`config.mk`:
```
export PLATFORM = sky130hd
export DESIGN_NAME = host_domain
export DESIGN_NICKNAME = d
export VERILOG_FILES = /design/src/rtl/host_pkg.sv /design/src/rtl/cfg_reg_if.sv /design/src/rtl/host_domain.sv /design/src/rtl/dma_evt_sync.sv /design/src/rtl/perf_event_counters.sv /design/src/rtl/llc_cfg_regs.sv /design/src/rtl/cfg_lite_slave.sv
export SDC_FILE = /design/constraint.sdc
export NUM_CORES = 1
export LEC_CHECK = 0
export BUFFER_PORTS_ARGS = -buffer_cell sky130_fd_sc_hd__buf_4
export CORE_MARGIN = 5
export CORE_UTILIZATION = 35
export CTS_CLUSTER_DIAMETER = 100
export CTS_CLUSTER_SIZE = 30
export DETAILED_ROUTE_END_ITERATION = 10
export PLACE_DENSITY = 0.66
export SYNTH_ARGS = -nofsm -noshare
export SYNTH_HDL_FRONTEND = slang
export SYNTH_SLANG_ARGS = --single-unit
```
`constraint.sdc`:
```
create_clock -name clk_i -period 3 [get_ports clk_i]
set_input_delay 0.15 -clock clk_i [delete_from_list [all_inputs] [get_ports clk_i]]
set_output_delay 0.15 -clock clk_i [all_outputs]
set_load 0.01 [all_outputs]
```
`src/rtl/host_pkg.sv`:
```
// Host domain package with bus widths, register map and event positions
`default_nettype none

package host_pkg;

  // AXI-Lite configuration bus
  localparam int unsigned LITE_AW = 32;
  localparam int unsigned LITE_DW = 32;

  // Register index comes from byte address bits 4:2
  localparam int unsigned REG_IDX_W = 3;

  typedef enum logic [REG_IDX_W-1:0] {
    CACHE_START = 3'd0,
    CACHE_END   = 3'd1,
    SPM_START   = 3'd2,
    RD_HIT_CNT  = 3'd3,
    RD_MISS_CNT = 3'd4,
    WR_HIT_CNT  = 3'd5,
    WR_MISS_CNT = 3'd6,
    DMA_EVT_CNT = 3'd7
  } cfg_reg_e;

  localparam int unsigned NUM_EVENTS = 5;

  // Same order as counter registers 3 to 7
  typedef enum int unsigned {
    RD_HIT  = 0,
    RD_MISS = 1,
    WR_HIT  = 2,
    WR_MISS = 3,
    DMA_EVT = 4
  } evt_e;

endpackage

`default_nettype wire
```
`src/rtl/cfg_reg_if.sv`:
```
// Register access port between the configuration bus slave and the register file
`default_nettype none

interface cfg_reg_if
  import host_pkg::*;
();

  logic               wr_en;
  logic               rd_en;
  cfg_reg_e           idx;
  logic [LITE_DW-1:0] wdata;
  // Combinational from idx
  logic [LITE_DW-1:0] rdata;

  modport slave_mp (
    output wr_en,
    output rd_en,
    output idx,
    output wdata,
    input  rdata
  );

  modport regs_mp (
    input  wr_en,
    input  rd_en,
    input  idx,
    input  wdata,
    output rdata
  );

endinterface

`default_nettype wire

```
`src/rtl/host_domain.sv`:
```
// Host domain top with cache config slave, event counters and DMA event crossing
`default_nettype none

module host_domain
  import host_pkg::*;
#(
  parameter int unsigned CNT_WIDTH = 32
) (
  input  wire logic               clk_i,
  input  wire logic               rst_n_i,
  // AXI-Lite write
  input  wire logic               aw_valid_i,
  input  wire logic [LITE_AW-1:0] aw_addr_i,
  output logic                    aw_ready_o,
  input  wire logic               w_valid_i,
  input  wire logic [LITE_DW-1:0] w_data_i,
  output logic                    w_ready_o,
  output logic                    b_valid_o,
  output logic [1:0]              b_resp_o,
  input  wire logic               b_ready_i,
  // AXI-Lite read
  input  wire logic               ar_valid_i,
  input  wire logic [LITE_AW-1:0] ar_addr_i,
  output logic                    ar_ready_o,
  output logic                    r_valid_o,
  output logic [LITE_DW-1:0]      r_data_o,
  output logic [1:0]              r_resp_o,
  input  wire logic               r_ready_i,
  // Cache events
  input  wire logic               llc_read_hit_i,
  input  wire logic               llc_read_miss_i,
  input  wire logic               llc_write_hit_i,
  input  wire logic               llc_write_miss_i,
  // Cluster DMA event
  input  wire logic               dma_pe_evt_valid_i,
  output logic                    dma_pe_evt_ack_o,
  // Cache windows
  output logic [LITE_DW-1:0]      llc_cache_addr_start_o,
  output logic [LITE_DW-1:0]      llc_cache_addr_end_o,
  output logic [LITE_DW-1:0]      llc_spm_addr_start_o
);

  logic [NUM_EVENTS-1:0]           evt_vec;
  logic [NUM_EVENTS-1:0]           cnt_clr;
  logic [NUM_EVENTS*CNT_WIDTH-1:0] cnt_vec;
  logic                            dma_evt_pulse;

  cfg_reg_if u_cfg_reg_if ();

  assign evt_vec[RD_HIT]  = llc_read_hit_i;
  assign evt_vec[RD_MISS] = llc_read_miss_i;
  assign evt_vec[WR_HIT]  = llc_write_hit_i;
  assign evt_vec[WR_MISS] = llc_write_miss_i;
  assign evt_vec[DMA_EVT] = dma_evt_pulse;

  cfg_lite_slave u_cfg_lite_slave (
    .clk_i      ( clk_i        ),
    .rst_n_i    ( rst_n_i      ),
    .aw_valid_i ( aw_valid_i   ),
    .aw_addr_i  ( aw_addr_i    ),
    .aw_ready_o ( aw_ready_o   ),
    .w_valid_i  ( w_valid_i    ),
    .w_data_i   ( w_data_i     ),
    .w_ready_o  ( w_ready_o    ),
    .b_valid_o  ( b_valid_o    ),
    .b_resp_o   ( b_resp_o     ),
    .b_ready_i  ( b_ready_i    ),
    .ar_valid_i ( ar_valid_i   ),
    .ar_addr_i  ( ar_addr_i    ),
    .ar_ready_o ( ar_ready_o   ),
    .r_valid_o  ( r_valid_o    ),
    .r_data_o   ( r_data_o     ),
    .r_resp_o   ( r_resp_o     ),
    .r_ready_i  ( r_ready_i    ),
    .reg_o      ( u_cfg_reg_if )
  );

  llc_cfg_regs #(
    .CNT_WIDTH ( CNT_WIDTH )
  ) u_llc_cfg_regs (
    .clk_i                  ( clk_i                  ),
    .rst_n_i                ( rst_n_i                ),
    .reg_i                  ( u_cfg_reg_if           ),
    .cnt_i                  ( cnt_vec                ),
    .cnt_clr_o              ( cnt_clr                ),
    .llc_cache_addr_start_o ( llc_cache_addr_start_o ),
    .llc_cache_addr_end_o   ( llc_cache_addr_end_o   ),
    .llc_spm_addr_start_o   ( llc_spm_addr_start_o   )
  );

  perf_event_counters #(
    .CNT_WIDTH ( CNT_WIDTH )
  ) u_perf_event_counters (
    .clk_i   ( clk_i   ),
    .rst_n_i ( rst_n_i ),
    .evt_i   ( evt_vec ),
    .clr_i   ( cnt_clr ),
    .cnt_o   ( cnt_vec )
  );

  dma_evt_sync u_dma_evt_sync (
    .clk_i   ( clk_i              ),
    .rst_n_i ( rst_n_i            ),
    .valid_i ( dma_pe_evt_valid_i ),
    .ack_o   ( dma_pe_evt_ack_o   ),
    .pulse_o ( dma_evt_pulse      )
  );

endmodule

`default_nettype wire

```
`src/rtl/dma_evt_sync.sv`:
```
// Cluster DMA event receiver, two-flop synchronizer with rising edge pulse
`default_nettype none

module dma_evt_sync (
  input  wire logic clk_i,
  input  wire logic rst_n_i,
  input  wire logic valid_i,
  output logic      ack_o,
  output logic      pulse_o
);

  logic [1:0] sync_q;
  logic       prev_q;

  always_ff @(posedge clk_i or negedge rst_n_i) begin
    if (!rst_n_i) begin
      sync_q <= '0;
      prev_q <= 1'b0;
    end else begin
      sync_q <= {sync_q[0], valid_i};
      prev_q <= sync_q[1];
    end
  end

  // Ack returns the level once it is safe in this domain
  assign ack_o   = sync_q[1];
  assign pulse_o = sync_q[1] & ~prev_q;

  a_pulse_single: assert property (@(posedge clk_i) disable iff (!rst_n_i)
    pulse_o |=> !pulse_o)
    else $error("DMA event pulse longer than one cycle");

endmodule

`default_nettype wire

```
`src/rtl/perf_event_counters.sv`:
```
// Wrap-around event counters with per-counter clear
`default_nettype none

module perf_event_counters
  import host_pkg::*;
#(
  parameter int unsigned CNT_WIDTH = 32
) (
  input  wire logic                     clk_i,
  input  wire logic                     rst_n_i,
  input  wire logic [NUM_EVENTS-1:0]    evt_i,
  input  wire logic [NUM_EVENTS-1:0]    clr_i,
  output logic [NUM_EVENTS*CNT_WIDTH-1:0] cnt_o
);

  logic [NUM_EVENTS-1:0][CNT_WIDTH-1:0] cnt_q;

  for (genvar e = 0; e < NUM_EVENTS; e++) begin : g_cnt
    always_ff @(posedge clk_i or negedge rst_n_i) begin
      if (!rst_n_i) begin
        cnt_q[e] <= '0;
      end else if (clr_i[e]) begin
        // Clear beats a coincident event
        cnt_q[e] <= '0;
      end else if (evt_i[e]) begin
        cnt_q[e] <= cnt_q[e] + 1'b1;
      end
    end
  end

  assign cnt_o = cnt_q;

  a_clr_onehot: assert property (@(posedge clk_i) disable iff (!rst_n_i)
    $onehot0(clr_i))
    else $error("more than one counter cleared at once");

endmodule

`default_nettype wire

```
`src/rtl/llc_cfg_regs.sv`:
```
// Cache window registers with register decode and read mux over windows and counters
`default_nettype none

module llc_cfg_regs
  import host_pkg::*;
#(
  parameter int unsigned CNT_WIDTH = 32
) (
  input  wire logic                            clk_i,
  input  wire logic                            rst_n_i,
  cfg_reg_if.regs_mp                           reg_i,
  input  wire logic [NUM_EVENTS*CNT_WIDTH-1:0] cnt_i,
  output logic [NUM_EVENTS-1:0]                cnt_clr_o,
  output logic [LITE_DW-1:0]                   llc_cache_addr_start_o,
  output logic [LITE_DW-1:0]                   llc_cache_addr_end_o,
  output logic [LITE_DW-1:0]                   llc_spm_addr_start_o
);

  localparam int unsigned CNT_BASE = int'(RD_HIT_CNT);

  logic [LITE_DW-1:0] cache_start_q;
  logic [LITE_DW-1:0] cache_end_q;
  logic [LITE_DW-1:0] spm_start_q;
  int unsigned        cnt_sel;

  assign cnt_sel = int'(reg_i.idx) - CNT_BASE;

  always_ff @(posedge clk_i or negedge rst_n_i) begin
    if (!rst_n_i) begin
      cache_start_q <= '0;
      cache_end_q   <= '0;
      spm_start_q   <= '0;
    end else if (reg_i.wr_en) begin
      case (reg_i.idx)
        CACHE_START: cache_start_q <= reg_i.wdata;
        CACHE_END:   cache_end_q   <= reg_i.wdata;
        SPM_START:   spm_start_q   <= reg_i.wdata;
        default: ;
      endcase
    end
  end

  // Writes to counter registers become a one-hot clear
  always_comb begin
    cnt_clr_o = '0;
    if (reg_i.wr_en && int'(reg_i.idx) >= CNT_BASE) begin
      cnt_clr_o[cnt_sel] = 1'b1;
    end
  end

  always_comb begin
    reg_i.rdata = '0;
    case (reg_i.idx)
      CACHE_START: reg_i.rdata = cache_start_q;
      CACHE_END:   reg_i.rdata = cache_end_q;
      SPM_START:   reg_i.rdata = spm_start_q;
      // counts are zero-extended
      default:     reg_i.rdata[CNT_WIDTH-1:0] = cnt_i[cnt_sel*CNT_WIDTH +: CNT_WIDTH];
    endcase
  end

  assign llc_cache_addr_start_o = cache_start_q;
  assign llc_cache_addr_end_o   = cache_end_q;
  assign llc_spm_addr_start_o   = spm_start_q;

  a_one_access: assert property (@(posedge clk_i) disable iff (!rst_n_i)
    !(reg_i.wr_en && reg_i.rd_en))
    else $error("read and write on the register port in one cycle");

endmodule

`default_nettype wire

```
`src/rtl/cfg_lite_slave.sv`:
```
// AXI-Lite configuration slave, one outstanding read and one outstanding write
`default_nettype none

module cfg_lite_slave
  import host_pkg::*;
(
  input  wire logic               clk_i,
  input  wire logic               rst_n_i,
  // Write channels
  input  wire logic               aw_valid_i,
  input  wire logic [LITE_AW-1:0] aw_addr_i,
  output logic                    aw_ready_o,
  input  wire logic               w_valid_i,
  input  wire logic [LITE_DW-1:0] w_data_i,
  output logic                    w_ready_o,
  output logic                    b_valid_o,
  output logic [1:0]              b_resp_o,
  input  wire logic               b_ready_i,
  // Read channels
  input  wire logic               ar_valid_i,
  input  wire logic [LITE_AW-1:0] ar_addr_i,
  output logic                    ar_ready_o,
  output logic                    r_valid_o,
  output logic [LITE_DW-1:0]      r_data_o,
  output logic [1:0]              r_resp_o,
  input  wire logic               r_ready_i,
  // Register file side
  cfg_reg_if.slave_mp             reg_o
);

  logic               wr_acc;
  logic               rd_acc;
  logic               b_pending_q;
  logic               r_pending_q;
  logic [LITE_DW-1:0] r_data_q;

  assign aw_ready_o = ~b_pending_q;
  assign w_ready_o  = ~b_pending_q;
  assign wr_acc     = aw_valid_i & w_valid_i & ~b_pending_q;

  // Register port is shared, a write in the same cycle holds the read off
  assign ar_ready_o = ~r_pending_q & ~wr_acc;
  assign rd_acc     = ar_valid_i & ar_ready_o;

  assign reg_o.wr_en = wr_acc;
  assign reg_o.rd_en = rd_acc;
  assign reg_o.wdata = w_data_i;
  assign reg_o.idx   = wr_acc ? cfg_reg_e'(aw_addr_i[REG_IDX_W+1:2])
                              : cfg_reg_e'(ar_addr_i[REG_IDX_W+1:2]);

  always_ff @(posedge clk_i or negedge rst_n_i) begin
    if (!rst_n_i) begin
      b_pending_q <= 1'b0;
      r_pending_q <= 1'b0;
    end else begin
      if (wr_acc) begin
        b_pending_q <= 1'b1;
      end else if (b_ready_i) begin
        b_pending_q <= 1'b0;
      end
      if (rd_acc) begin
        r_pending_q <= 1'b1;
      end else if (r_ready_i) begin
        r_pending_q <= 1'b0;
      end
    end
  end

  // Read data captured at acceptance
  always_ff @(posedge clk_i) begin
    if (rd_acc) begin
      r_data_q <= reg_o.rdata;
    end
  end

  assign b_valid_o = b_pending_q;
  assign b_resp_o  = 2'b00;
  assign r_valid_o = r_pending_q;
  assign r_data_o  = r_data_q;
  assign r_resp_o  = 2'b00;

  a_r_hold: assert property (@(posedge clk_i) disable iff (!rst_n_i)
    r_valid_o && !r_ready_i |=> r_valid_o && $stable(r_data_o))
    else $error("read response changed under back-pressure");

  a_b_hold: assert property (@(posedge clk_i) disable iff (!rst_n_i)
    b_valid_o && !b_ready_i |=> b_valid_o)
    else $error("write response dropped under back-pressure");

endmodule

`default_nettype wire

```
==> impl_metrics.py <==
metrics = {
    "finish": {
        "finalNetCount": 1722,
        "area_delta_synth_final_pct": 22.6,
        "fill_cells": 3864,
        "layout.cells.non_filler": 2150,
        "final_cell_mix": "dfrtp_1 (261), buf_4 (232), nor2_1 (206)",
        "drive_above_1_share_pct": 25.4,
        "utilization_pct": 43.1,
        "final_common_cell": "dfrtp_1",
    },
    "power_and_ir_drop": {
        "powerDensity_mw_per_mm2": 641,
        "p_sw_share_pct": 34.3,
        "p_switching_mw": 3.94,
        "comb_power_share_pct": 30.1,
        "vdd_drop_max_uv": 353,
        "clockPowerShare_pct": 18.1,
        "finalPower_mw": 11.5,
        "sequentialPowerShare_pct": 51.8,
        "intPower_mw": 7.56,
        "leakage_nw": 7.72,
    },
    "die": {
        "initial_utilization_pct": 35.1,
        "die_h_um": 215,
        "rows": 75,
        "io_pins": 246,
        "dieArea_mm2": 0.0460,
        "core_area_mm2": 0.0417,
        "die_w_um": 215,
    },
    "global_routing": {
        "grt-ovfl-total": 0,
        "antenna_found_initial": 2,
        "grt_pass1_wl_mm": 65.5,
        "first_global_vias": 11506,
        "grt.met1_usage_pct": 24.0,
        "grtUsageMet2_pct": 28.4,
        "grtUsageMet3_pct": 2.37,
        "gr-usage-all-layers_pct": 17.2,
        "gr-max-usage-layer": "met2",
        "grt_max_degree": 116,
    },
    "worst_setup_path": {
        "worst_ep_arrival_time_ns": 3.20,
        "critical_path.startpoint": "u_cfg_lite_slave.b_valid_o$_DFFE_PN0P_",
        "critPathSlowestCell": "dfrtp_1",
        "cp_max_fo": 14,
        "critical_path_class": "reg -> reg",
        "worstPathCellList": "and3b_2 -> mux2i_2 -> inv_1 -> ha_2 -> inv_1 -> ha_2 -> nor2b_1 -> mux2i_4 -> buf_12 -> clkbuf_16 -> nor2_1 -> a211oi_1 -> buf_4 -> o21ai_0",
        "cp.required_ns": 3.24,
        "startpoint_type": "flip-flop",
        "cp_slowest_stage_delay_ns": 0.39,
        "end_kind": "flip-flop",
        "r2r_start": "u_cfg_lite_slave.b_valid_o$_DFFE_PN0P_",
    },
    "yosys": {
        "synthCells": 1375,
        "synth_edf_count": 32,
        "synth_area_mm2": 0.0146,
        "ys_ff_latch": 293,
        "yosysWarnings": 0,
        "async_reset_ff_share_pct": 89.1,
        "yosysSeqAreaShare_pct": 51.2,
        "synth_area_per_cell_um2": 10.6,
        "synth_flop_cell": "dfrtp_1",
        "ys_types": 53,
    },
    "clocking": {
        "worstSkewPairLatency_ns": 0.50,
        "numCtsBuffers": 13,
        "cts_root_buf": "clkbuf_16",
        "clkTransAtPathRegs_ns": 0.12,
        "cts_sinks": 293,
        "tritoncts": "done",
        "cts_max_level": 1,
        "ctsLongestPathBuffers": 3,
    },
    "sta": {
        "min_period_ns": 2.95,
        "post-route-period-util_pct": 98.4,
        "relSlewSlack_pct": 39.7,
        "tns_ns": 0,
        "finalClockSkew_ns": 0.0275,
        "slew_violations": 0,
        "finalHoldViolations": 0,
        "fmax_mhz": 339,
        "worst_slew_pin_slew_ns": 0.901,
        "rsz0062_at_grt": "true",
        "setup_viol": 0,
    },
    "drt": {
        "viasPerCell": 5.37,
        "first_iter_violations": 921,
        "vias": 11549,
        "final_antenna_net_count": 0,
        "routed_wl_mm": 41.3,
        "drc": 0,
        "wl_per_cell_um": 19.2,
        "first_pass_iters": 6,
    },
    "run_status": {
        "status": "complete, no violations",
    },
    "placed_design": {
        "gp_congestion": 0.891,
        "hpwlAfterDp_mm": 30.6,
        "port_buffers": 183,
        "dp.cells": 2085,
    },
    "run": {
        "cap_violations": 0,
    },
    "hold_path": {
        "hp-start": "w_valid_i",
        "min_path_type": "in -> reg",
    },
}
==> power by group through the flow <==
stage               clock [mW]  sequential, mW  combinational, mW
floorplan                    0            5.94               1.73
global placement             0            5.96               3.28
detailed placement           0            5.99               3.37
CTS                       2.16            5.92               3.43
global route              2.29            6.08               3.83
finish                    2.08            5.96               3.47
==> synth_stat cells (2+ instances only) <==
library cell	n	share of area, %
a211oi_1	31	1.6
a21oi_1	11	0.38
a222oi_1	33	2.3
and2_1	6	0.26
and3_1	13	0.56
and4_1	10	0.60
buf_1	13	0.33
buf_2	16	0.55
buf_4	5	0.26
buf_6	2	0.15
clkbuf_1	39	1.0
dfrtp_1	261	45
edfxtp_1	32	6.6
ha_1	10	0.85
inv_1	55	1.4
mux2_2	99	7.6
mux2i_1	40	2.7
nand2_1	65	1.7
nand3_1	44	1.5
nand3b_1	6	0.31
nand4_1	59	2.5
nor2_1	208	5.3
nor2b_1	7	0.30
nor3_1	31	1.1
nor3_2	3	0.21
nor4_1	20	0.85
nor4_2	2	0.17
nor4_4	5	0.73
o21ai_0	39	1.3
o21ai_1	5	0.17
o2bb2ai_1	31	1.9
or3_1	11	0.47
or4_1	2	0.10
or4_4	2	0.15
xnor2_1	90	5.4
xor2_1	52	3.1
==> path summary, 6_finish.rpt <==
check	endpoint	cells after the start	slack, ns
max in group asynchronous	u_llc_cfg_regs.llc_spm_addr_start_o[22]$_DFFE_PN0P_	3	1.68
worst min register to register	u_dma_evt_sync.sync_q[1]$_DFF_PN0_	0	0.37
min in group asynchronous	u_llc_cfg_regs.llc_cache_addr_end_o[24]$_DFFE_PN0P_	2	0.34
worst min-delay path	u_cfg_lite_slave.b_valid_o$_DFFE_PN0P_	3	0.04
worst max-delay path	u_cfg_lite_slave.r_data_o[11]$_DFFE_PP_	14	0.05
worst max register to register	u_cfg_lite_slave.r_data_o[11]$_DFFE_PP_	14	0.05
==> area by class of cell <==
class,count,area (um^2),area share (%)
Tap cell,539,674,3.76
Antenna cell,1,2.50,0.0139
Inverter,55,206,1.15
Sequential cell,293,7490,41.7
Clock buffer,20,362,2.01
Multi-Input combinational cell,955,6800,37.9
Timing Repair Buffer,286,2410,13.4
Clock inverter,1,7.51,0.0418
==> repair_timing <==
action                                 4_1_cts  5_1_grt
pin swaps                                    0        1
buffers inserted                             0        1
cloned                                       0        1
endpoints found under the hold margin      214        0
hold buffers                                41        0
resized for setup                            2       24
setup endpoints to repair                    2       29
==> metrics by stage <==
stage	hold WS [ns]	area (um^2)	setup WS (ns)
finish	0.0350	18000	0.0473
detailed placement	0.286	17000	-0.125
global placement	0.287	17000	-0.0632
floorplan	-0.146	14700	0.0355
global route	0.0654	18000	-0.0670
CTS	0.0124	17800	0.0381
==> routing by layer <==
metal  share of wire (%)  up-vias
li1                    -     5329
met1                  45     5785
met2                  47      370
met3                 5.6       63
met4                 2.8        2
met5               0.032        -
==> state kept, by name, summed over array words and instances (netlist names) <==
register	count
u_llc_cfg_regs.llc_cache_addr_start_o	32
u_perf_event_counters.cnt_o	160
u_cfg_lite_slave.r_valid_o	1
u_cfg_lite_slave.b_valid_o	1
u_llc_cfg_regs.llc_spm_addr_start_o	32
u_dma_evt_sync.prev_q	1
u_dma_evt_sync.sync_q	2
u_cfg_lite_slave.r_data_o	32
u_llc_cfg_regs.llc_cache_addr_end_o	32
==> kinds of logic (layout without fill, tap and decap cells) <==
family,count (synthesis),in the layout,synth area share [%]
compound gates,156,156,7.88
xor+xnor,142,142,8.50
fa+ha+maj,10,10,0.855
buf+inv,130,362,3.70
flops,293,293,51.2
mux,139,139,10.4
other cells,1,5,0.0256
simple gates,504,504,17.5
==> critical path: cells and delay by family (launching register included) <==
kind / cells / cell delay [ns]
flops: 1 / 0.39
fa+ha+maj: 2 / 0.47
mux: 2 / 0.46
compound gates: 2 / 0.26
simple gates: 3 / 0.51
buf+inv: 5 / 0.59
No activity file was read; power rests on OpenSTA's default activity.
